## config.mk

```make
export PLATFORM = sky130hd
export DESIGN_NAME = ahb_slave_frontend
export DESIGN_NICKNAME = d
export VERILOG_FILES = /design/src/hdl/usbdev_pkg.sv /design/src/hdl/ahb_slave_frontend.sv
export SDC_FILE = /design/constraint.sdc
export NUM_CORES = 1
export LEC_CHECK = 0
export CAP_MARGIN = 10
export CORE_MARGIN = 1
export CORE_UTILIZATION = 45
export DETAILED_ROUTE_END_ITERATION = 10
export DONT_BUFFER_PORTS = 1
export GPL_TIMING_DRIVEN = 0
export PLACE_DENSITY = 0.7
export SLEW_MARGIN = 10
export SYNTH_ARGS = -nofsm -noshare
export SYNTH_HDL_FRONTEND = slang
export SYNTH_SLANG_ARGS = --single-unit
```

## constraint.sdc

```tcl
create_clock -name hclk -period 1.75 [get_ports hclk]
set_input_delay 0.2625 -clock hclk [delete_from_list [all_inputs] [get_ports hclk]]
set_output_delay 0.2625 -clock hclk [all_outputs]
set_load 0.005 [all_outputs]
```

## src/hdl/usbdev_pkg.sv

```systemverilog
package usbdev_pkg;

    // ------------------------------------------------------------------------
    // address map and sizes
    // ------------------------------------------------------------------------

    // ahb address width, top bit picks the register region
    parameter int ADDR_W   = 12;
    // control and descriptor-table registers
    parameter int REG_NUM  = 16;
    // descriptor ram bytes
    parameter int DESC_LEN = 1024;
    parameter int DESC_AW  = 10;

    // ------------------------------------------------------------------------
    // register indices, address bits 5:2
    // ------------------------------------------------------------------------

    // control and status
    parameter int REG_IDX_STATUS     = 0;
    // descriptor entries, len in 15:0 and addr in 31:16
    parameter int REG_IDX_DEV        = 1;
    parameter int REG_IDX_QUAL       = 2;
    parameter int REG_IDX_FSCFG      = 3;
    parameter int REG_IDX_HSCFG      = 4;
    // lang string addr low half, other-speed cfg addr high half
    parameter int REG_IDX_STRLANG    = 5;
    parameter int REG_IDX_HIDRPT     = 6;
    parameter int REG_IDX_BOS        = 7;
    parameter int REG_IDX_STRVENDOR  = 8;
    parameter int REG_IDX_STRPRODUCT = 9;
    parameter int REG_IDX_STRSERIAL  = 10;
    // bit 0 only
    parameter int REG_IDX_HASSTR     = 11;

    // core enable in register 0
    parameter int CR_EN_BIT = 16;
    // live status overlaid on register 0 bits 2:0
    parameter int STATUS_W  = 3;

    // ------------------------------------------------------------------------
    // types
    // ------------------------------------------------------------------------

    // link status, hispeed lands on bit 2
    typedef struct packed {
        logic hispeed;
        logic suspend;
        logic online;
    } status_t;

    // data-phase request held by the ahb front end
    typedef struct packed {
        logic [ADDR_W-1:0] addr;
        logic              rd_en;
        logic              wr_en;
        logic [3:0]        strobe;
    } ahb_req_t;

    // same layout as a descriptor register word
    typedef struct packed {
        logic [15:0] addr;
        logic [15:0] len;
    } desc_entry_t;

    // everything the link controller needs to serve GET_DESCRIPTOR
    typedef struct packed {
        desc_entry_t dev;
        desc_entry_t qual;
        desc_entry_t fscfg;
        desc_entry_t hscfg;
        desc_entry_t hidrpt;
        desc_entry_t bos;
        desc_entry_t strvendor;
        desc_entry_t strproduct;
        desc_entry_t strserial;
        logic [15:0] strlang_addr;
        logic [15:0] oscfg_addr;
        logic        has_strings;
    } desc_table_t;

endpackage
```

## src/hdl/ahb_slave_frontend.sv

```systemverilog
module ahb_slave_frontend #(
    parameter int ADDR_W = usbdev_pkg::ADDR_W
) (
    input  logic                 hclk,
    input  logic                 hresetn,
    // ahb-lite slave side
    input  logic                 hsel_i,
    input  logic [ADDR_W-1:0]    haddr_i,
    input  logic [1:0]           htrans_i,
    input  logic [2:0]           hsize_i,
    input  logic                 hwrite_i,
    input  logic                 hready_i,
    // read sources
    input  logic [31:0]          reg_rdata_i,
    input  logic [7:0]           ram_rdata_i,
    // registered request to the register bank and ram
    output usbdev_pkg::ahb_req_t req_o,
    output logic                 hready_o,
    output logic                 hresp_o,
    output logic [31:0]          hrdata_o
);

    import usbdev_pkg::*;

    // accepted transfer, SEQ or NONSEQ only
    logic       trans_req;
    logic       rd_req;
    logic       wr_req;
    // enable updates, new request or end of the current one
    logic       upd_rd;
    logic       upd_wr;
    logic [3:0] strobe_nxt;
    ahb_req_t   req_q;
    logic       hready_q;

    assign trans_req = hsel_i & hready_i & htrans_i[1];
    assign rd_req    = trans_req & ~hwrite_i;
    assign wr_req    = trans_req & hwrite_i;

    assign upd_rd = rd_req | (req_q.rd_en & hready_i);
    assign upd_wr = wr_req | (req_q.wr_en & hready_i);

    // byte lanes from hsize and low address bits
    always_comb begin
        case (hsize_i)
            3'b000: strobe_nxt = 4'b0001 << haddr_i[1:0];
            3'b001: strobe_nxt = haddr_i[1] ? 4'b1100 : 4'b0011;
            // word and anything wider
            default: strobe_nxt = 4'b1111;
        endcase
    end

    // ------------------------------------------------------------------------
    // address phase capture
    // ------------------------------------------------------------------------

    always_ff @(posedge hclk or negedge hresetn) begin
        if (!hresetn) begin
            req_q <= '0;
        end else begin
            if (trans_req) begin
                req_q.addr   <= haddr_i;
                req_q.strobe <= strobe_nxt;
            end
            // cleared once the data phase completes with no new request
            if (upd_rd) begin
                req_q.rd_en <= rd_req;
            end
            if (upd_wr) begin
                req_q.wr_en <= wr_req;
            end
        end
    end

    // ------------------------------------------------------------------------
    // wait state
    // ------------------------------------------------------------------------

    // sync ram output needs one extra cycle
    // register reads and all writes complete without wait
    always_ff @(posedge hclk or negedge hresetn) begin
        if (!hresetn) begin
            hready_q <= 1'b1;
        end else begin
            hready_q <= ~(rd_req & ~haddr_i[ADDR_W-1]);
        end
    end

    assign req_o    = req_q;
    assign hready_o = hready_q;
    // slave never errors
    assign hresp_o  = 1'b0;

    // region bit of the held address picks the source
    // descriptor region is byte wide, replicated on all lanes
    always_comb begin
        if (req_q.addr[ADDR_W-1]) begin
            hrdata_o = reg_rdata_i;
        end else begin
            hrdata_o = {4{ram_rdata_i}};
        end
    end

endmodule

```

# Yosys cells after proc, flatten, opt, wreduce, memory -nomap -nowiden
# Index checks and enable logic that the tools add are counted.
[word_totals] reg_bits=19 in_bits=62 out_inout_bits=52
[op_classes] n_mux=3 n_shift=1 n_reduce_logical=1 bitwise_logic=12 n_eq_ne=1
[ops] cell="$mux 32" n=1
[ops] cell="$pmux 4 s2" n=1
[ops] cell="$and 1x1->1" n=7
[ops] cell="$mux 4" n=1
[ops] cell="$shl 1x2->4 const A" n=1
[ops] cell="$eq 3x1->1 const B" n=1
[ops] cell="$logic_not 3->1" n=1
[ops] cell="$not 1->1" n=3
[ops] cell="$or 1x1->1" n=2

# Longest topological paths before layout
[logic_depth] word_depth=5 depth_mapped=4

# Worst setup path before layout
# No wires, ideal clock.
[synth_timing] path_kind="register -> output" from="register req_q, in the netlist req_o[17]" to="output port hrdata_o[0]" path_stages_with_launch=5 setup_slack_ns=0.633 arrival_time_ns=0.855 path_cell_list="dfrtp_1 > buf_2 > buf_2 > nand2_1 > nand2_1"
[synth_via] elab_chain_cells=1
[synth_lines] item="start, declared" line_no="ahb_slave_frontend.sv:33" text="ahb_req_t req_q;"
[synth_lines] item="$mux 32" line_no="ahb_slave_frontend.sv:97" text="if (req_q.addr[ADDR_W-1]) begin"
[synth_lines] item="end, declared" line_no="ahb_slave_frontend.sv:20" text="output logic [31:0] hrdata_o"
# Every way passes these cells.

# Worst setup path in the final report
[layout_timing] from="register req_q, in the netlist req_o[17]" to="output port hrdata_o[23]"
# The elaborated chain is that of the path after synthesis.

==> results.cfg <==
[layout]
drive_above_1_share = 0.197
final_cells = 165
stdcell_area_um2 = 1210
post-route-util = 0.530
finalNetCount = 200
fillers = 218
antenna_cells = 0
area_delta_synth_final_pct = 6.99

[sta]
period_share = 0.943
worstMarginPinSlew_ns = 0.810
grt_setup_unrepaired = false
hold_violations = 0
setup_tns_ns = 0
hold_ws_ns = 0.0486
clock.fmax_mhz = 606
clock_skew_ns = 0
worst_slack_ns = 0.0991
slew_headroom = 0.458
drv_slew = 0
setup_viol = 0
period_minus_slack_ns = 1.65

[global_routing]
overflow = 0
grt_max_degree = 20
first_global_vias = 753
grt_antenna_before_repair = 0
grt_usage = 0.184
grt_first_pass_wirelength_um = 3600

[drt]
antenna_left = 0
wirelength_um = 2540
wl_per_cell_um = 15.4
dr.pass1.iters = 4
drtIter0Drc = 15
routed-via-count = 890
drc = 0
viasPerCell = 5.39

[floorplan]
start_util = 0.495
die_area_um2 = 2710
coreArea_um2 = 2280
ios = 114
num_rows = 17
chipHeight_um = 52.1
die_x_um = 52.1

[setup_path]
critPathKind = reg2out
reg2reg_from = req_o[17]
cp.required_ns = 1.49
reg2reg_setup_slack_ns = 0.71
path_max_fanout = 10
crit_path_end_kind = output pin
reg2reg_depth = 2
start_kind = flop
crit_arrival_ns = 1.39
regToRegEndpoint = req_o[17]

[synthesis]
postSynthAreaPerCell_um2 = 8.54
synth_area_um2 = 1130
synth_warnings = 0
syn_nets = 194
ys_types = 19
yosysSeqAreaShare = 0.423
ys_ff_latch = 19
syn_inst = 132

[min_path]
worstHoldStart = hwrite_i
hold_path_class = in2reg
hold_end = req_o[5]
min_path_cells = 1

[power_and_ir_drop]
switchingPower_uw = 377
clkPwrFrac = 0.185
p_sw_frac = 0.331
pwr-share-comb = 0.315
powerDensity_nw_per_um2 = 944
p_seq_frac = 0.500
p_int_uw = 762
p_leak_nw = 0.670
ir_drop_v = 0.000625
total_power_mw = 1.14

[clock_network]
root_buffer = clkbuf_4
cts_setup_buffers = 0
clockBufferDepth = 2
clk_pin_slew_worst_paths_ns = 0.10
clock-sinks = 19
cts_buffers = 3
htree_num_levels = 1
cts_tree = built
clkLatencyLatePin_ns = 0.29

[placed_design]
placed_cells = 160
placed_cell_area_um2 = 1160
gp_congestion = 0.658
dpl.hpwl_um = 2100
place_ws_ns = 0.397
numPortBuffers = 0

[flow_run]
maxCapViolations = 0

[outcome]
outcome = finished, final reports clean
[layer usage]
metal,global-route usage,vias to the layer above,routed length [um]
met5,0,-,0
met4,0.0946,0,34
met3,0.0263,4,211
met2,0.346,59,1320
met1,0.195,404,970
li1,-,423,-
[cells by family (layout without fill, tap and decap cells)]
logic type / after synthesis / count (layout) / synth area share
buffers and inverters: 11 / 16 / 0.0577
AND/OR/NAND/NOR: 78 / 78 / 0.287
AO/OA/AOI/OAI: 9 / 9 / 0.0455
other: 1 / 1 / 0.00333
multiplexers: 14 / 14 / 0.183
flip-flops: 19 / 19 / 0.423
[synth_stat cells]
| cell type | n | area [um2] |
|---|---|---|
| or3_1 | 1 | 6.26 |
| nor2_1 | 2 | 7.51 |
| a21oi_1 | 1 | 5.00 |
| o21ai_0 | 5 | 25.0 |
| mux2_2 | 1 | 11.3 |
| mux2_4 | 13 | 195 |
| a21o_2 | 1 | 8.76 |
| nand3_2 | 1 | 10.0 |
| inv_1 | 4 | 15.0 |
| buf_6 | 2 | 22.5 |
| conb_1 | 1 | 3.75 |
| buf_4 | 1 | 7.51 |
| dfrtp_1 | 18 | 450 |
| dfstp_2 | 1 | 26.3 |
| nand2_1 | 65 | 244 |
| buf_2 | 4 | 20.0 |
| nor2b_1 | 1 | 6.26 |
| o22ai_1 | 2 | 12.5 |
| nand2b_1 | 8 | 50.1 |
[worst max path at each step]
stage / start / to / slack (ns)
after floorplan: req_o[17] / hrdata_o[0] / 0.63
after global placement: req_o[17] / hrdata_o[8] / 0.41
after detailed placement: req_o[17] / hrdata_o[9] / 0.40
after CTS: req_o[17] / hrdata_o[9] / 0.06
after global routing: req_o[17] / hrdata_o[23] / 0.02
final: req_o[17] / hrdata_o[23] / 0.1
[sequential cells by signal, indices dropped and copies added (netlist names)]
register and count:
req_o 18, hready_o 1
[cell usage in the layout (no fill, tap or decap)]
cell type,count
a21o_2,1
a21oi_1,1
buf_2,1
buf_4,1
buf_6,2
clkbuf_1,1
clkbuf_4,6
conb_1,1
dfrtp_1,18
dfstp_2,1
dlygate4sd3_1,1
inv_1,4
mux2_2,1
mux2_4,13
nand2_1,65
nand2b_1,8
nand3_2,1
nor2_1,2
nor2b_1,1
o21ai_0,5
o22ai_1,2
or3_1,1
[critical path, stage by stage (launching register included)]
cell and delay (ns):
dfrtp_1 0.46, clkbuf_4 0.24, buf_2 0.22, nand2_1 0.08, nand2_1 0.09
[what timing repair did]
item,CTS,global route
gates resized for setup,0,3
hold buffers,1,0
endpoints found under the setup margin,0,11
endpoints found under the hold margin,19,0
[power by group through the flow]
stage	clock [mW]	combinational, mW	sequential, mW
floorplan	0	0.295	0.559
global placement	0	0.340	0.576
detailed placement	0	0.346	0.577
CTS	0.219	0.356	0.570
global route	0.240	0.401	0.578
finish	0.210	0.358	0.570
[cell type report]
class	instances	area, um2	share of cell area
Buffer	7	57.6	0.0477
Clock buffer	4	26.3	0.0218
Inverter	4	15.0	0.0124
Multi-Input combinational cell	102	586	0.485
Sequential cell	19	477	0.395
Tap cell	28	35.0	0.0290
Timing Repair Buffer	1	10.0	0.00830
Note: power is estimated with default switching activity, not from simulation.
