**src/hdl/usbdev_pkg.sv**
```systemverilog
package usbdev_pkg;

    // ------------------------------------------------------------------------
    // address map and sizes
    // ------------------------------------------------------------------------

    // ahb address width, top bit picks the register region
    parameter int ADDR_W   = 12;
    // control and descriptor-table registers
    parameter int REG_NUM  = 16;
    // descriptor ram bytes
    parameter int DESC_LEN = 1024;
    parameter int DESC_AW  = 10;

    // ------------------------------------------------------------------------
    // register indices, address bits 5:2
    // ------------------------------------------------------------------------

    // control and status
    parameter int REG_IDX_STATUS     = 0;
    // descriptor entries, len in 15:0 and addr in 31:16
    parameter int REG_IDX_DEV        = 1;
    parameter int REG_IDX_QUAL       = 2;
    parameter int REG_IDX_FSCFG      = 3;
    parameter int REG_IDX_HSCFG      = 4;
    // lang string addr low half, other-speed cfg addr high half
    parameter int REG_IDX_STRLANG    = 5;
    parameter int REG_IDX_HIDRPT     = 6;
    parameter int REG_IDX_BOS        = 7;
    parameter int REG_IDX_STRVENDOR  = 8;
    parameter int REG_IDX_STRPRODUCT = 9;
    parameter int REG_IDX_STRSERIAL  = 10;
    // bit 0 only
    parameter int REG_IDX_HASSTR     = 11;

    // core enable in register 0
    parameter int CR_EN_BIT = 16;
    // live status overlaid on register 0 bits 2:0
    parameter int STATUS_W  = 3;

    // ------------------------------------------------------------------------
    // types
    // ------------------------------------------------------------------------

    // link status, hispeed lands on bit 2
    typedef struct packed {
        logic hispeed;
        logic suspend;
        logic online;
    } status_t;

    // data-phase request held by the ahb front end
    typedef struct packed {
        logic [ADDR_W-1:0] addr;
        logic              rd_en;
        logic              wr_en;
        logic [3:0]        strobe;
    } ahb_req_t;

    // same layout as a descriptor register word
    typedef struct packed {
        logic [15:0] addr;
        logic [15:0] len;
    } desc_entry_t;

    // everything the link controller needs to serve GET_DESCRIPTOR
    typedef struct packed {
        desc_entry_t dev;
        desc_entry_t qual;
        desc_entry_t fscfg;
        desc_entry_t hscfg;
        desc_entry_t hidrpt;
        desc_entry_t bos;
        desc_entry_t strvendor;
        desc_entry_t strproduct;
        desc_entry_t strserial;
        logic [15:0] strlang_addr;
        logic [15:0] oscfg_addr;
        logic        has_strings;
    } desc_table_t;

endpackage
```
**src/hdl/usbdev_regs.sv**
```systemverilog
module usbdev_regs #(
    parameter int ADDR_W  = usbdev_pkg::ADDR_W,
    parameter int REG_NUM = usbdev_pkg::REG_NUM
) (
    input  logic                    hclk,
    input  logic                    hresetn,
    input  usbdev_pkg::ahb_req_t    req_i,
    input  logic [31:0]             wdata_i,
    input  usbdev_pkg::status_t     status_i,
    output logic [31:0]             rdata_o,
    output logic                    cr_en_o,
    output usbdev_pkg::desc_table_t desc_table_o,
    output logic                    usb_nrst_o
);

    import usbdev_pkg::*;

    // word index from address bits 5:2 for 16 regs
    localparam int IDX_W = $clog2(REG_NUM);

    logic [31:0]      regs_q [REG_NUM];
    logic [IDX_W-1:0] idx;
    logic             reg_wr;

    assign idx    = req_i.addr[IDX_W+1:2];
    // register region is the upper half of the map
    assign reg_wr = req_i.wr_en & req_i.addr[ADDR_W-1];

    // ------------------------------------------------------------------------
    // byte-strobe writes
    // ------------------------------------------------------------------------

    always_ff @(posedge hclk or negedge hresetn) begin
        if (!hresetn) begin
            for (int r = 0; r < REG_NUM; r++) begin
                regs_q[r] <= '0;
            end
        end else if (reg_wr) begin
            // only lanes with strobe set
            for (int b = 0; b < 4; b++) begin
                if (req_i.strobe[b]) begin
                    regs_q[idx][8*b +: 8] <= wdata_i[8*b +: 8];
                end
            end
        end
    end

    // ------------------------------------------------------------------------
    // read back
    // ------------------------------------------------------------------------

    // register 0 shows live status in its low bits
    always_comb begin
        rdata_o = regs_q[idx];
        if (idx == IDX_W'(REG_IDX_STATUS)) begin
            rdata_o[STATUS_W-1:0] = status_i;
        end
    end

    // core enable and link reset
    assign cr_en_o    = regs_q[REG_IDX_STATUS][CR_EN_BIT];
    assign usb_nrst_o = cr_en_o & hresetn;

    // ------------------------------------------------------------------------
    // descriptor table decode
    // ------------------------------------------------------------------------

    // entry regs map 1:1 onto desc_entry_t, addr high and len low
    assign desc_table_o.dev        = desc_entry_t'(regs_q[REG_IDX_DEV]);
    assign desc_table_o.qual       = desc_entry_t'(regs_q[REG_IDX_QUAL]);
    assign desc_table_o.fscfg      = desc_entry_t'(regs_q[REG_IDX_FSCFG]);
    assign desc_table_o.hscfg      = desc_entry_t'(regs_q[REG_IDX_HSCFG]);
    assign desc_table_o.hidrpt     = desc_entry_t'(regs_q[REG_IDX_HIDRPT]);
    assign desc_table_o.bos        = desc_entry_t'(regs_q[REG_IDX_BOS]);
    assign desc_table_o.strvendor  = desc_entry_t'(regs_q[REG_IDX_STRVENDOR]);
    assign desc_table_o.strproduct = desc_entry_t'(regs_q[REG_IDX_STRPRODUCT]);
    assign desc_table_o.strserial  = desc_entry_t'(regs_q[REG_IDX_STRSERIAL]);

    // register 5 holds two addresses, no length
    assign desc_table_o.strlang_addr = regs_q[REG_IDX_STRLANG][15:0];
    assign desc_table_o.oscfg_addr   = regs_q[REG_IDX_STRLANG][31:16];

    // string descriptors present
    assign desc_table_o.has_strings = regs_q[REG_IDX_HASSTR][0];

endmodule

```
**config.mk**
```make
export PLATFORM = sky130hd
export DESIGN_NAME = usbdev_regs
export DESIGN_NICKNAME = d
export VERILOG_FILES = /design/src/hdl/usbdev_pkg.sv /design/src/hdl/usbdev_regs.sv
export SDC_FILE = /design/constraint.sdc
export NUM_CORES = 1
export LEC_CHECK = 0
export BUFFER_PORTS_ARGS = -buffer_cell sky130_fd_sc_hd__buf_4
export CAP_MARGIN = 40
export CORE_AREA = 4 4 221 223
export DETAILED_ROUTE_END_ITERATION = 10
export DIE_AREA = 0 0 225 227
export HOLD_SLACK_MARGIN = 0.03
export PLACE_DENSITY_LB_ADDON = 0.15
export REMOVE_ABC_BUFFERS = 1
export SYNTH_ARGS = -nofsm -noshare
export SYNTH_HDL_FRONTEND = slang
export SYNTH_SLANG_ARGS = --single-unit
```
**constraint.sdc**
```tcl
create_clock -name hclk -period 6.71 [get_ports hclk]
set_input_delay 1.342 -clock hclk [delete_from_list [all_inputs] [get_ports hclk]]
set_output_delay 1.342 -clock hclk [all_outputs]
set_load 0.05 [all_outputs]
```
# [Word level (Yosys, flattened, before mapping)]
# Cells that the tools add are included.
[totals] reg_bits=512 latchBits=0 ram_bits=0 rom_bits=0 inputBits=55 output_inout_bits=355 wordCells=46 n_memories=0
[classes] n_addsub=0 multipliers=0 n_div=0 order_cmp=2 eq_ne=0 n_shift=0 n_mux=23 n_bitwise=3 reduce_logical=2
[op_table] op="512-bit two-way mux" count=7
[op_table] op="512-bit bitwise mux" count=4
[op_table] op="32-bit demux with 4-bit select" count=4
[op_table] op="32-bit binary-select mux with 4-bit select" count=1
[op_table] op="32-bit two-way mux" count=3
[op_table] op="24-bit two-way mux" count=1
[op_table] op="16-bit two-way mux" count=1
[op_table] op="8-bit two-way mux" count=1
[op_table] op="5-bit >= comparator, second input constant" count=1
[op_table] op="5-bit by 1-bit < comparator with 1-bit output, second input constant" count=1
[op_table] op="4-bit inverter with 5-bit output" count=1
[op_table] op="4-bit logical NOT" count=1
[op_table] op="3-bit two-way mux" count=1
[op_table] op="1-bit AND" count=2
[op_table] op="1-bit logical AND" count=1

# [Longest topological paths before layout]
# Gate-level depths: netlist (run 1).
[depth] word_depth=16 ltp_mapped=7 depth_no_buf=4

# [Worst setup path after synthesis (run 1)]
# No wires, ideal clock.
[synth_path] path_type="input port to output port" from="in req_i[9] in the netlist's numbering" to="out rdata_o[2]" arrival_ns=3.282 required_ns=5.368 slack_ns=2.086 cell_stages=7 path_buffers=3 path_cell_list="buf_2 > buf_2 > buf_2 > nor2_1 > a2111oi_0 > a31oi_1 > a31oi_1"
[synth_via] elab_chain_len=5 word_cells_on_any_way=6 classes_between="mux (4); bitwise (1); reduce/logical (1)"
[synth_lines] element="start, declared" line="usbdev_regs.sv:7" rtl="input usbdev_pkg::ahb_req_t req_i,"
[synth_lines] element="4-bit inverter with 5-bit output (implied by the code)" line="usbdev_regs.sv:54" rtl="rdata_o = regs_q[idx];"
[synth_lines] element="32-bit binary-select mux with 4-bit select" line="usbdev_regs.sv:54"
[synth_lines] element="32-bit two-way mux (implied by the code) (2 in series)" line="usbdev_regs.sv:54"
[synth_lines] element="3-bit two-way mux (*)" line="usbdev_regs.sv:55" rtl="if (idx == IDX_W'(REG_IDX_STATUS)) begin"
[synth_lines] element="end, declared" line="usbdev_regs.sv:10" rtl="output logic [31:0] rdata_o,"
# Mark *: on every way between the ends. The rest lies on a longest branch, timed or not. The select of a mux whose other input is x is not followed.

# [Worst setup path in the final report (run 1)]
[layout_path] from="in req_i[8] in the netlist's numbering" to="out rdata_o[15]"
[layout_via] elab_chain_len=4
[layout_lines] element="4-bit inverter with 5-bit output (implied by the code)" line="usbdev_regs.sv:54"
[layout_lines] element="32-bit binary-select mux with 4-bit select" line="usbdev_regs.sv:54"
[layout_lines] element="32-bit two-way mux (implied by the code) (2 in series)" line="usbdev_regs.sv:54"
# Every way passes these cells. The select of a mux whose other input is x is not followed.

==> run summary, run 1 <==
number of input and output port buffers inserted -> 401
top fanout value on the critical path -> 59
Cells after Synth -> 1,712
most numerous cell on the critical path -> mux4_2
maximum clock rate -> 201 MHz
worst clock skew on the final layout -> 0 ns
category of the worst setup path capture point -> primary output
Worst Setup Path Type -> in2out
setup slack after placement -> 1.66 ns
CP Cell Sequence -> buf_8 > buf_12 > mux4_2 > mux4_2 > buf_4
Chip Width -> 225 um
RSZ-0062 raised after global routing -> false
Post-CTS Setup Repair Bufs -> 0
global-route wire length before repair -> 98.4 mm
signed area change from the synthesized netlist to the final layout -> 11.6%
Peak supply drop -> 0.282 mV
count of cell types in the netlist -> 34
register area share after synthesis -> 50.1%
post-layout min period -> 4.96 ns
number of hold-slack violations in the final timing report -> 0
root buffer cell -> clkbuf_16
via count -> 14.2k
total global-route track usage -> 25.7%
combined area of all synthesized cells -> 0.0254 mm2
count of final max-slew check failures -> 0
Worst EP arrival -> 3.62 ns
height of the die -> 227 um
normalized max-slew margin -> 33.9%
quantity of hold-fixing buffers added after cts -> 0
Leak Pwr -> 13.8 nW
share of cells above drive strength 1 -> 61.4%
Remaining Overflow, GRT -> 0
Row Count -> 79
top-level port count -> 410
overall die area -> 0.0511 mm2
number of buffers created by CTS -> 54
kind of launch point of the worst setup path -> input pin
total negative setup slack -> 0 ns
top routing layer in use -> met5
detailed-routed wire length on met3 -> 4.15 mm
Core Region -> 0.0466 mm2
worst hold path stage count -> 1
Avg Cell Area, Syn -> 14.9 um2
RR Endpoint -> desc_table_o[194]$_DFFE_PN0P_
maximum number of pins on one net before global-route repair -> 186
max-cap violation count -> 0
FF-to-FF setup slack -> 5.83 ns
slack of the critical path -> 1.75 ns
startpoint of the most critical register-to-register path -> desc_table_o[194]$_DFFE_PN0P_
launch point of the worst hold path -> regs_q[61]$_DFFE_PN0P_
Detailed Routing Iterations Pass 1 -> 4
Clock transition at path regs -> 0.06 ns
routability-driven placement congestion ratio -> 0.819
antenna violations before repair -> 3
number of cells on the worst reg-to-reg path -> 1
count of inserted antenna diode cells -> 0
DRC Markers -> 0
met2 routed WL -> 32.5 mm
status -> finished, final reports clean
final-stage net count -> 1,833
antenna viol nets, final -> 0
clock tree sinks -> 509
via count of the first global-routing pass -> 15.0k
H-Tree Level Count -> 2
stage delay of the slowest cell on the critical path -> 0.60 ns
fill cell total of the finished layout -> 3,603
worst min-delay path endpoint -> regs_q[61]$_DFFE_PN0P_
CTS tree -> done
clk_lat worst skew -> 0.58 ns
final-report setup violation count -> 0
Crit-path slowest cell -> mux4_2
final wirelength -> 66.0 mm
DR iter-0 viols -> 851
Via-to-Cell Ratio -> 5.85
starting utilization of the core area -> 54.6%
areal power density over the cells -> 326 mW/mm2
post-cts sizing count -> 0
half-perimeter wire length after detailed placement -> 43.3 mm
period utilization -> 74.0%
WL per Instance -> 27.2 um
type of the worst min-delay path -> reg2reg
Yosys warnings -> 0
Yosys reg bits -> 509
Req. time, crit path -> 5.37 ns
actual slew at the worst max-slew pin -> 0.992 ns
clock buffer depth -> 3
post-route met1 wirelength -> 27.8 mm
[layout make-up]
cell class / count / area, um2 / area share [%]
Timing Repair Buffer: 413 / 3210 / 11.3
Tap cell: 607 / 759 / 2.68
Sequential cell: 509 / 12700 / 44.9
Clock buffer: 86 / 1650 / 5.82
Clock inverter: 14 / 128 / 0.450
Inverter: 3 / 11.3 / 0.0397
Multi-Input combinational cell: 797 / 9880 / 34.8
[synth_stat cells (all sizes together)]
cell type	instances	area share [%]
a2111oi	1	0.034
a21oi	4	0.079
a221oi	2	0.069
a31oi	2	0.049
and2	1	0.025
and3	5	0.12
buf	361	10
clkbuf	42	0.62
dfrtp	509	50
inv	3	0.044
mux2	512	23
mux2i	7	0.28
mux4	151	13
nand2	49	0.72
nand2b	5	0.12
nand3	7	0.14
nand4	1	0.025
nand4b	1	0.034
nor2	34	0.76
nor2b	2	0.049
nor3	5	0.12
o211ai	1	0.030
o21ai	1	0.020
o22ai	2	0.049
or2	3	0.074
or3	1	0.025
[flip-flops by register name, summed over array words and instances (netlist names)]
register,count
desc_table_o,321
regs_q,187
cr_en_o,1
[through the flow]
step	hold WS, ns	area, um2	power [mW]	cells	utilization, %
3_5_place_dp	0.472	26600	6.35	2329	57.1
4_1_cts	0.486	28400	9.34	2429	61.0
6_report	0.485	28400	9.25	2429	61.0
3_3_place_gp	0.464	26600	6.30	2327	57.0
5_1_grt	0.502	28400	9.61	2429	61.0
2_1_floorplan	0.452	22600	5.42	1309	-
[worst max-delay path by stage]
stage                         from     endpoint  slack [ns]  cells past startpoint
after global placement    req_i[8]  rdata_o[15]        1.66                      5
after detailed placement  req_i[8]  rdata_o[15]        1.66                      5
final                     req_i[8]  rdata_o[15]        1.75                      5
after global routing      req_i[8]  rdata_o[15]        1.56                      5
after floorplan           req_i[8]   rdata_o[2]        2.57                      4
after CTS                 req_i[8]  rdata_o[15]        1.64                      5
[power by group]
| part | switching (mW) | internal, mW | leakage [nW] | total [mW] |
|---|---|---|---|---|
| Combinational | 1.58 | 0.930 | 6.11 | 2.51 |
| Clock | 1.20 | 1.76 | 0.887 | 2.96 |
| Sequential | 0.297 | 3.48 | 6.76 | 3.78 |
| Total | 3.08 | 6.17 | 13.8 | 9.25 |
[worst max-delay path, delay by kind of cell]
family   cells  cell delay [ns]
buf+inv      3             1.12
mux          2             1.10
[cell usage in the layout, fill, tap and decap left out, types with 2 or more instances in the layout]
cell type / count
nor2b_1: 2
a31oi_1: 2
nand2b_1: 5
mux4_2: 151
nor3_1: 4
nand3_1: 7
nor2_2: 17
nand2_1: 49
nor2_4: 3
buf_12: 7
mux2_2: 447
clkbuf_8: 16
a221oi_1: 2
clkbuf_1: 15
mux2i_1: 7
clkinv_2: 10
or2_1: 3
and3_1: 5
clkbuf_16: 55
o22ai_1: 2
buf_4: 403
nor2_1: 14
buf_8: 2
a21oi_1: 4
bufinv_16: 2
mux2_1: 65
inv_1: 2
dfrtp_1: 509
[logic make-up after synthesis]
kind of cell           Yosys count  synth area share [%]
AO/OA/AOI/OAI                   13                 0.330
buffers and inverters          406                  11.1
flip-flops                     509                  50.1
multiplexers                   670                  36.3
AND/OR/NAND/NOR                114                  2.21
[per-layer routing]
metal,track usage [%],vias up
li1,-,6043
met1,36.0,7648
met2,41.7,420
met3,5.45,103
met4,6.74,6
met5,0,-
(Power assumes the default switching activity.)
==> run 2: changes to the inputs <==
==> constraint.sdc (replaced) <==
create_clock -name hclk -period 4.6 [get_ports hclk]
set_input_delay 0.92 -clock hclk [delete_from_list [all_inputs] [get_ports hclk]]
set_output_delay 0.92 -clock hclk [all_outputs]
set_load 0.05 [all_outputs]
==> run 2 against run 1 <==
Effect of this change: worst setup slack got worse by 1.1 ns; final area up 0.48%; global-route usage increased by 0.34 points; core utilization grew 0.29 points; via count rose by 1.4%; first-iteration DRC count grew 20%; total power up 46%; critical path type unchanged; highest routed layer unchanged.
==> run summary, run 2 (synthesis results as in run 1) <==
status -> finished, final reports clean (unchanged)
type of the worst min-delay path -> in2async (was reg2reg)
DRC Markers -> 0 (unchanged)
WL per Instance -> 27.4 um (was 27.2 um)
actual slew at the worst max-slew pin -> 1.02 ns (was 0.992 ns)
Chip Width -> 225 um (unchanged)
signed area change from the synthesized netlist to the final layout -> 12.1% (was 11.6%)
Req. time, crit path -> 3.68 ns (was 5.37 ns)
Detailed Routing Iterations Pass 1 -> 5 (was 4)
worst clock skew on the final layout -> 0 ns (unchanged)
period utilization -> 86.5%
count of inserted antenna diode cells -> 0 (unchanged)
total negative setup slack -> 0 ns (unchanged)
clock tree sinks -> 509 (unchanged)
FF-to-FF setup slack -> 3.75 ns (was 5.83 ns)
GR met2 Demand/Resource -> 41.7% (about the same)
routability-driven placement congestion ratio -> 0.812 (was 0.819)
maximum clock rate -> 251 MHz
final design utilization -> 61.2% (was 61.0%)
Core Region -> 0.0466 mm2 (unchanged)
max-cap violation count -> 0 (unchanged)
antenna viol nets, final -> 0 (unchanged)
DR iter-0 viols -> 1,022 (was 851)
tightest hold margin -> 0.264 ns (was 0.485 ns)
Worst EP arrival -> 3.06 ns (was 3.62 ns)
RSZ-0062 raised after global routing -> false (unchanged)
number of cells on the worst reg-to-reg path -> 1 (unchanged)
overall die area -> 0.0511 mm2 (unchanged)
half-perimeter wire length after detailed placement -> 44.1 mm (was 43.3 mm)
number of cells in the finished layout apart from fillers -> 2,446 (was 2,429)
clock buffer depth -> 3 (unchanged)
startpoint of the most critical register-to-register path -> desc_table_o[194]$_DFFE_PN0P_ (unchanged)
Clock transition at path regs -> 0.06 ns (about the same)
height of the die -> 227 um (unchanged)
final-stage net count -> 1,850 (was 1,833)
normalized max-slew margin -> 31.9% (was 33.9%)
share of cells above drive strength 1 -> 61.5% (was 61.4%)
starting utilization of the core area -> 54.6% (unchanged)
H-Tree Level Count -> 2 (unchanged)
CTS tree -> done (unchanged)
final wirelength -> 67.0 mm (was 66.0 mm)
final-report setup violation count -> 0 (unchanged)
flip-flop count of the largest register after layout -> 321 (unchanged)
gate family responsible for the most delay along the worst path -> multiplexers (was buffers and inverters)
Worst Setup Path Type -> in2out (unchanged)
areal power density over the cells -> 474 mW/mm2 (was 326 mW/mm2)
Via-to-Cell Ratio -> 5.90 (was 5.85)
stage delay of the slowest cell on the critical path -> 0.55 ns (was 0.60 ns)
commonest non-fill, non-tap cell in the layout -> dfrtp_1 (unchanged)
via count of the first global-routing pass -> 15.2k (was 15.0k)
Crit-path slowest cell -> mux4_2 (unchanged)
M3 GR Usage -> 6.05% (was 5.45%)
count of final max-slew check failures -> 0 (unchanged)
top fanout value on the critical path -> 55 (was 59)
GRT busiest layer -> met2 (unchanged)
CP Cell Sequence -> buf_8 > buf_4 > mux4_2 > mux4_2 > buf_4 (was buf_8 > buf_12 > mux4_2 > mux4_2 > buf_4)
Post-CTS Setup Repair Bufs -> 0 (unchanged)
Leak Pwr -> 13.8 nW (about the same)
kind of launch point of the worst setup path -> input pin (unchanged)
category of the worst setup path capture point -> primary output (unchanged)
post-layout min period -> 3.98 ns
Peak supply drop -> 0.434 mV (was 0.282 mV)
global-route wire length before repair -> 99.6 mm (was 98.4 mm)
post-cts sizing count -> 0 (unchanged)
antenna violations before repair -> 3 (unchanged)
top-level port count -> 410 (unchanged)
register cell area after layout -> 0.0127 mm2 (unchanged)
slack of the critical path -> 0.623 ns (was 1.75 ns)
GR Layer Usage met1 -> 36.2% (was 36.0%)
number of hold-slack violations in the final timing report -> 0 (unchanged)
clk_lat worst skew -> 0.59 ns (was 0.58 ns)
placed cells -> 2,346 (was 2,329)
number of input and output port buffers inserted -> 401 (unchanged)
number of buffers created by CTS -> 54 (unchanged)
area taken by multi-input logic gates -> 0.00988 mm2 (unchanged)
Remaining Overflow, GRT -> 0 (unchanged)
maximum number of pins on one net before global-route repair -> 174 (was 186)
via count -> 14.4k (was 14.2k)
fill cell total of the finished layout -> 3,559 (was 3,603)
root buffer cell -> clkbuf_16 (unchanged)
Row Count -> 79 (unchanged)
commonest non-fill, non-tap cells in the layout -> 509 x dfrtp_1, 447 x mux2_2, 419 x buf_4 (was 509 x dfrtp_1, 447 x mux2_2, 403 x buf_4)
setup slack after placement -> 0.593 ns (was 1.66 ns)
RR Endpoint -> desc_table_o[194]$_DFFE_PN0P_ (unchanged)
quantity of hold-fixing buffers added after cts -> 0 (unchanged)
Worst Path Buf+Inv -> 3 (unchanged)
total global-route track usage -> 26.1% (was 25.7%)
[run 2: metrics by stage]
| stage | total power, mW | cell area, um2 |
|---|---|---|
| 6_report | 13.5 | 28500 |
| 5_1_grt | 14.0 | 28500 |
| 4_1_cts | 13.6 | 28500 |
| 3_5_place_dp | 9.28 | 26700 |
| 3_3_place_gp | 9.21 | 26700 |
| 2_1_floorplan | 7.91 | 22600 |
[run 2: worst max path at each step]
stage / from / end / slack (ns) / cells past startpoint
global placement: req_i[8] / rdata_o[14] / 0.61 / 5
CTS: req_i[8] / rdata_o[14] / 0.59 / 5
detailed placement: req_i[8] / rdata_o[14] / 0.59 / 5
finish: req_i[8] / rdata_o[15] / 0.62 / 5
floorplan: req_i[8] / rdata_o[2] / 1.31 / 4
global route: req_i[8] / rdata_o[14] / 0.53 / 5
[run 2: area by class of cell]
type / instances / share of cell area [%]
timing repair buffer: 430 / 11.8
multi-input combinational: 797 / 34.7
clock inverter: 14 / 0.544
tap: 607 / 2.66
clock buffer: 86 / 5.66
inverter: 3 / 0.0395
sequential: 509 / 44.7
[run 2: per-layer routing]
metal  wire length (um)  part of all wire (%)
met5                 41                 0.061
met4               1910                   2.8
met3               4320                   6.4
met2              32400                    48
met1              28300                    42
[run 2: power breakdown]
| part | switching (mW) | internal [mW] | leakage, nW |
|---|---|---|---|
| clock network | 1.76 | 2.56 | 0.869 |
| registers | 0.442 | 5.08 | 6.76 |
| logic | 2.30 | 1.37 | 6.20 |
==> run 3: changes to the inputs <==
--- a/config.mk
+++ b/config.mk
@@ -7,12 +7,14 @@
 export LEC_CHECK = 0
 export BUFFER_PORTS_ARGS = -buffer_cell sky130_fd_sc_hd__buf_4
 export CAP_MARGIN = 40
-export CORE_AREA = 4 4 221 223
+export CORE_AREA = 2 2 219 221
+export CTS_CLUSTER_DIAMETER = 100
 export DETAILED_ROUTE_END_ITERATION = 10
-export DIE_AREA = 0 0 225 227
+export DIE_AREA = 0 0 221 223
 export HOLD_SLACK_MARGIN = 0.03
 export PLACE_DENSITY_LB_ADDON = 0.15
 export REMOVE_ABC_BUFFERS = 1
+export SLEW_MARGIN = 40
 export SYNTH_ARGS = -nofsm -noshare
 export SYNTH_HDL_FRONTEND = slang
 export SYNTH_SLANG_ARGS = --single-unit
==> run 3 against run 2 <==
Effect of this change: hold slack gained 0.049 ns; register-to-register slack is essentially flat; count of clock-buffer cells in the layout is the same; critical path type unchanged; largest power group unchanged; non-clock buffer count increased by 2.
==> run summary, run 3 (synthesis results as in run 1) <==
DR iter-0 viols -> 962 (was 1,022)
Chip Width -> 221 um (was 225 um)
switching fraction of total power -> 33.5% (was 33.4%)
overall die area -> 0.0493 mm2 (was 0.0511 mm2)
Crit-path slowest cell -> mux4_2 (unchanged)
worst clock skew on the final layout -> 0 ns (unchanged)
final wirelength -> 65.0 mm (was 67.0 mm)
clock group share of total power -> 31.6% (was 32.0%)
status -> finished, final reports clean (unchanged)
via count -> 14.3k (was 14.4k)
kind of launch point of the worst setup path -> input pin (unchanged)
number of cells in the finished layout apart from fillers -> 2,455 (was 2,446)
routability-driven placement congestion ratio -> 0.803 (was 0.812)
RSZ-0062 raised after global routing -> false (unchanged)
actual slew at the worst max-slew pin -> 0.786 ns (was 1.02 ns)
total negative setup slack -> 0 ns (unchanged)
Worst Path Buf+Inv -> 3 (unchanged)
DRC Markers -> 0 (unchanged)
gate family responsible for the most delay along the worst path -> buffers and inverters (was multiplexers)
Req. time, crit path -> 3.68 ns (about the same)
Clock transition at path regs -> 0.06 ns (about the same)
final-report setup violation count -> 0 (unchanged)
category of the worst setup path capture point -> primary output (unchanged)
Logic pwr share -> 27.4% (was 27.2%)
Detailed Routing Iterations Pass 1 -> 4 (was 5)
setup slack after placement -> 0.557 ns (was 0.593 ns)
number of buffers created by CTS -> 54 (unchanged)
number of hold-slack violations in the final timing report -> 0 (unchanged)
half-perimeter wire length after detailed placement -> 42.7 mm (was 44.1 mm)
CTS tree -> done (unchanged)
power consumption -> 13.4 mW (was 13.5 mW)
normalized max-slew margin -> 47.5% (was 31.9%)
commonest non-fill, non-tap cells in the layout -> 509 x dfrtp_1, 447 x mux2_2, 419 x buf_4 (unchanged)
internal power -> 8.92 mW (was 9.01 mW)
Core Region -> 0.0471 mm2 (was 0.0466 mm2)
tightest hold margin -> 0.313 ns (was 0.264 ns)
areal power density over the cells -> 470 mW/mm2 (was 474 mW/mm2)
Peak supply drop -> 0.353 mV (was 0.434 mV)
slack of the critical path -> 0.613 ns (was 0.623 ns)
max-cap violation count -> 0 (unchanged)
height of the die -> 223 um (was 227 um)
placed cells -> 2,354 (was 2,346)
root buffer cell -> clkbuf_16 (unchanged)
Crit. Startpoint -> req_i[8] (unchanged)
clock tree sinks -> 509 (unchanged)
Worst Setup Path Type -> in2out (unchanged)
via count of the first global-routing pass -> 14.9k (was 15.2k)
clk_lat worst skew -> 0.59 ns (about the same)
starting utilization of the core area -> 54.0% (was 54.6%)
WL per Instance -> 26.5 um (was 27.4 um)
stage delay of the slowest cell on the critical path -> 0.53 ns (was 0.55 ns)
startpoint of the most critical register-to-register path -> desc_table_o[183]$_DFFE_PN0P_ (was desc_table_o[194]$_DFFE_PN0P_)
final-stage net count -> 1,852 (was 1,850)
CP Cell Sequence -> buf_8 > buf_4 > mux4_2 > mux4_2 > buf_4 (unchanged)
H-Tree Level Count -> 2 (unchanged)
antenna viol nets, final -> 0 (unchanged)
Row Count -> 80 (was 79)
antenna violations before repair -> 3 (unchanged)
top fanout value on the critical path -> 54 (was 55)
quantity of hold-fixing buffers added after cts -> 0 (unchanged)
flip-flop count of the largest register after layout -> 321 (unchanged)
count of final max-slew check failures -> 0 (unchanged)
total global-route track usage -> 26.3% (was 26.1%)
switching pwr -> 4.49 mW (was 4.51 mW)
maximum number of pins on one net before global-route repair -> 157 (was 174)
share of cells above drive strength 1 -> 61.5% (unchanged)
number of input and output port buffers inserted -> 401 (unchanged)
part of the power in registers -> 41.0% (was 40.8%)
global-route wire length before repair -> 97.2 mm (was 99.6 mm)
signed area change from the synthesized netlist to the final layout -> 12.1% (about the same)
Post-CTS Setup Repair Bufs -> 0 (unchanged)
maximum clock rate -> 251 MHz (about the same)
type of the worst min-delay path -> in2async (unchanged)
clock buffer depth -> 3 (unchanged)
period utilization -> 86.7% (was 86.5%)
Via-to-Cell Ratio -> 5.83 (was 5.90)
Leak Pwr -> 13.8 nW (about the same)
top-level port count -> 410 (unchanged)
Worst EP arrival -> 3.07 ns (was 3.06 ns)
commonest non-fill, non-tap cell in the layout -> dfrtp_1 (unchanged)
post-layout min period -> 3.99 ns (was 3.98 ns)
post-cts sizing count -> 0 (unchanged)
Remaining Overflow, GRT -> 0 (unchanged)
## run 3: layout make-up
| cell class | instances | area [um2] |
|---|---|---|
| antenna | 1 | 2.50 |
| clock buffer | 86 | 1640 |
| clock inverter | 12 | 88.8 |
| fill | 3614 | 18600 |
| inverter | 3 | 11.3 |
| multi-input combinational | 797 | 9880 |
| sequential | 509 | 12700 |
| tap | 615 | 769 |
| timing repair buffer | 432 | 3390 |
## run 3: metal layers
metal,GRT usage (%),vias to the layer above,wire length (um)
met5,0,-,15
met4,7.69,2,1820
met3,5.70,99,3610
met2,41.3,449,31100
met1,37.3,7685,28400
li1,-,6083,-
## run 3: through the flow
step	area (um2)	utilization (%)
2_1_floorplan	22600	-
3_3_place_gp	26700	56.7
3_5_place_dp	26700	56.7
4_1_cts	28500	60.4
5_1_grt	28500	60.5
6_report	28500	60.5
## run 3: power by group through the flow
stage                     Clock [mW]  Combinational (mW)  Sequential (mW)
after CTS                       4.33                3.70             5.50
after detailed placement           0                3.69             5.57
after global routing            4.51                3.82             5.57
final                           4.24                3.67             5.50
after global placement             0                3.65             5.54
after floorplan                    0                1.13             6.78
## run 3: final timing paths
path,to,slack (ns),cells past startpoint
min,desc_table_o[152]$_DFFE_PN0P_,0.31,1
min in group hclk,regs_q[72]$_DFFE_PN0P_,0.49,1
max reg2reg,desc_table_o[183]$_DFFE_PN0P_,3.75,1
max,rdata_o[18],0.61,5
max in group asynchronous,regs_q[142]$_DFFE_PN0P_,2.96,3
min reg2reg,regs_q[72]$_DFFE_PN0P_,0.49,1
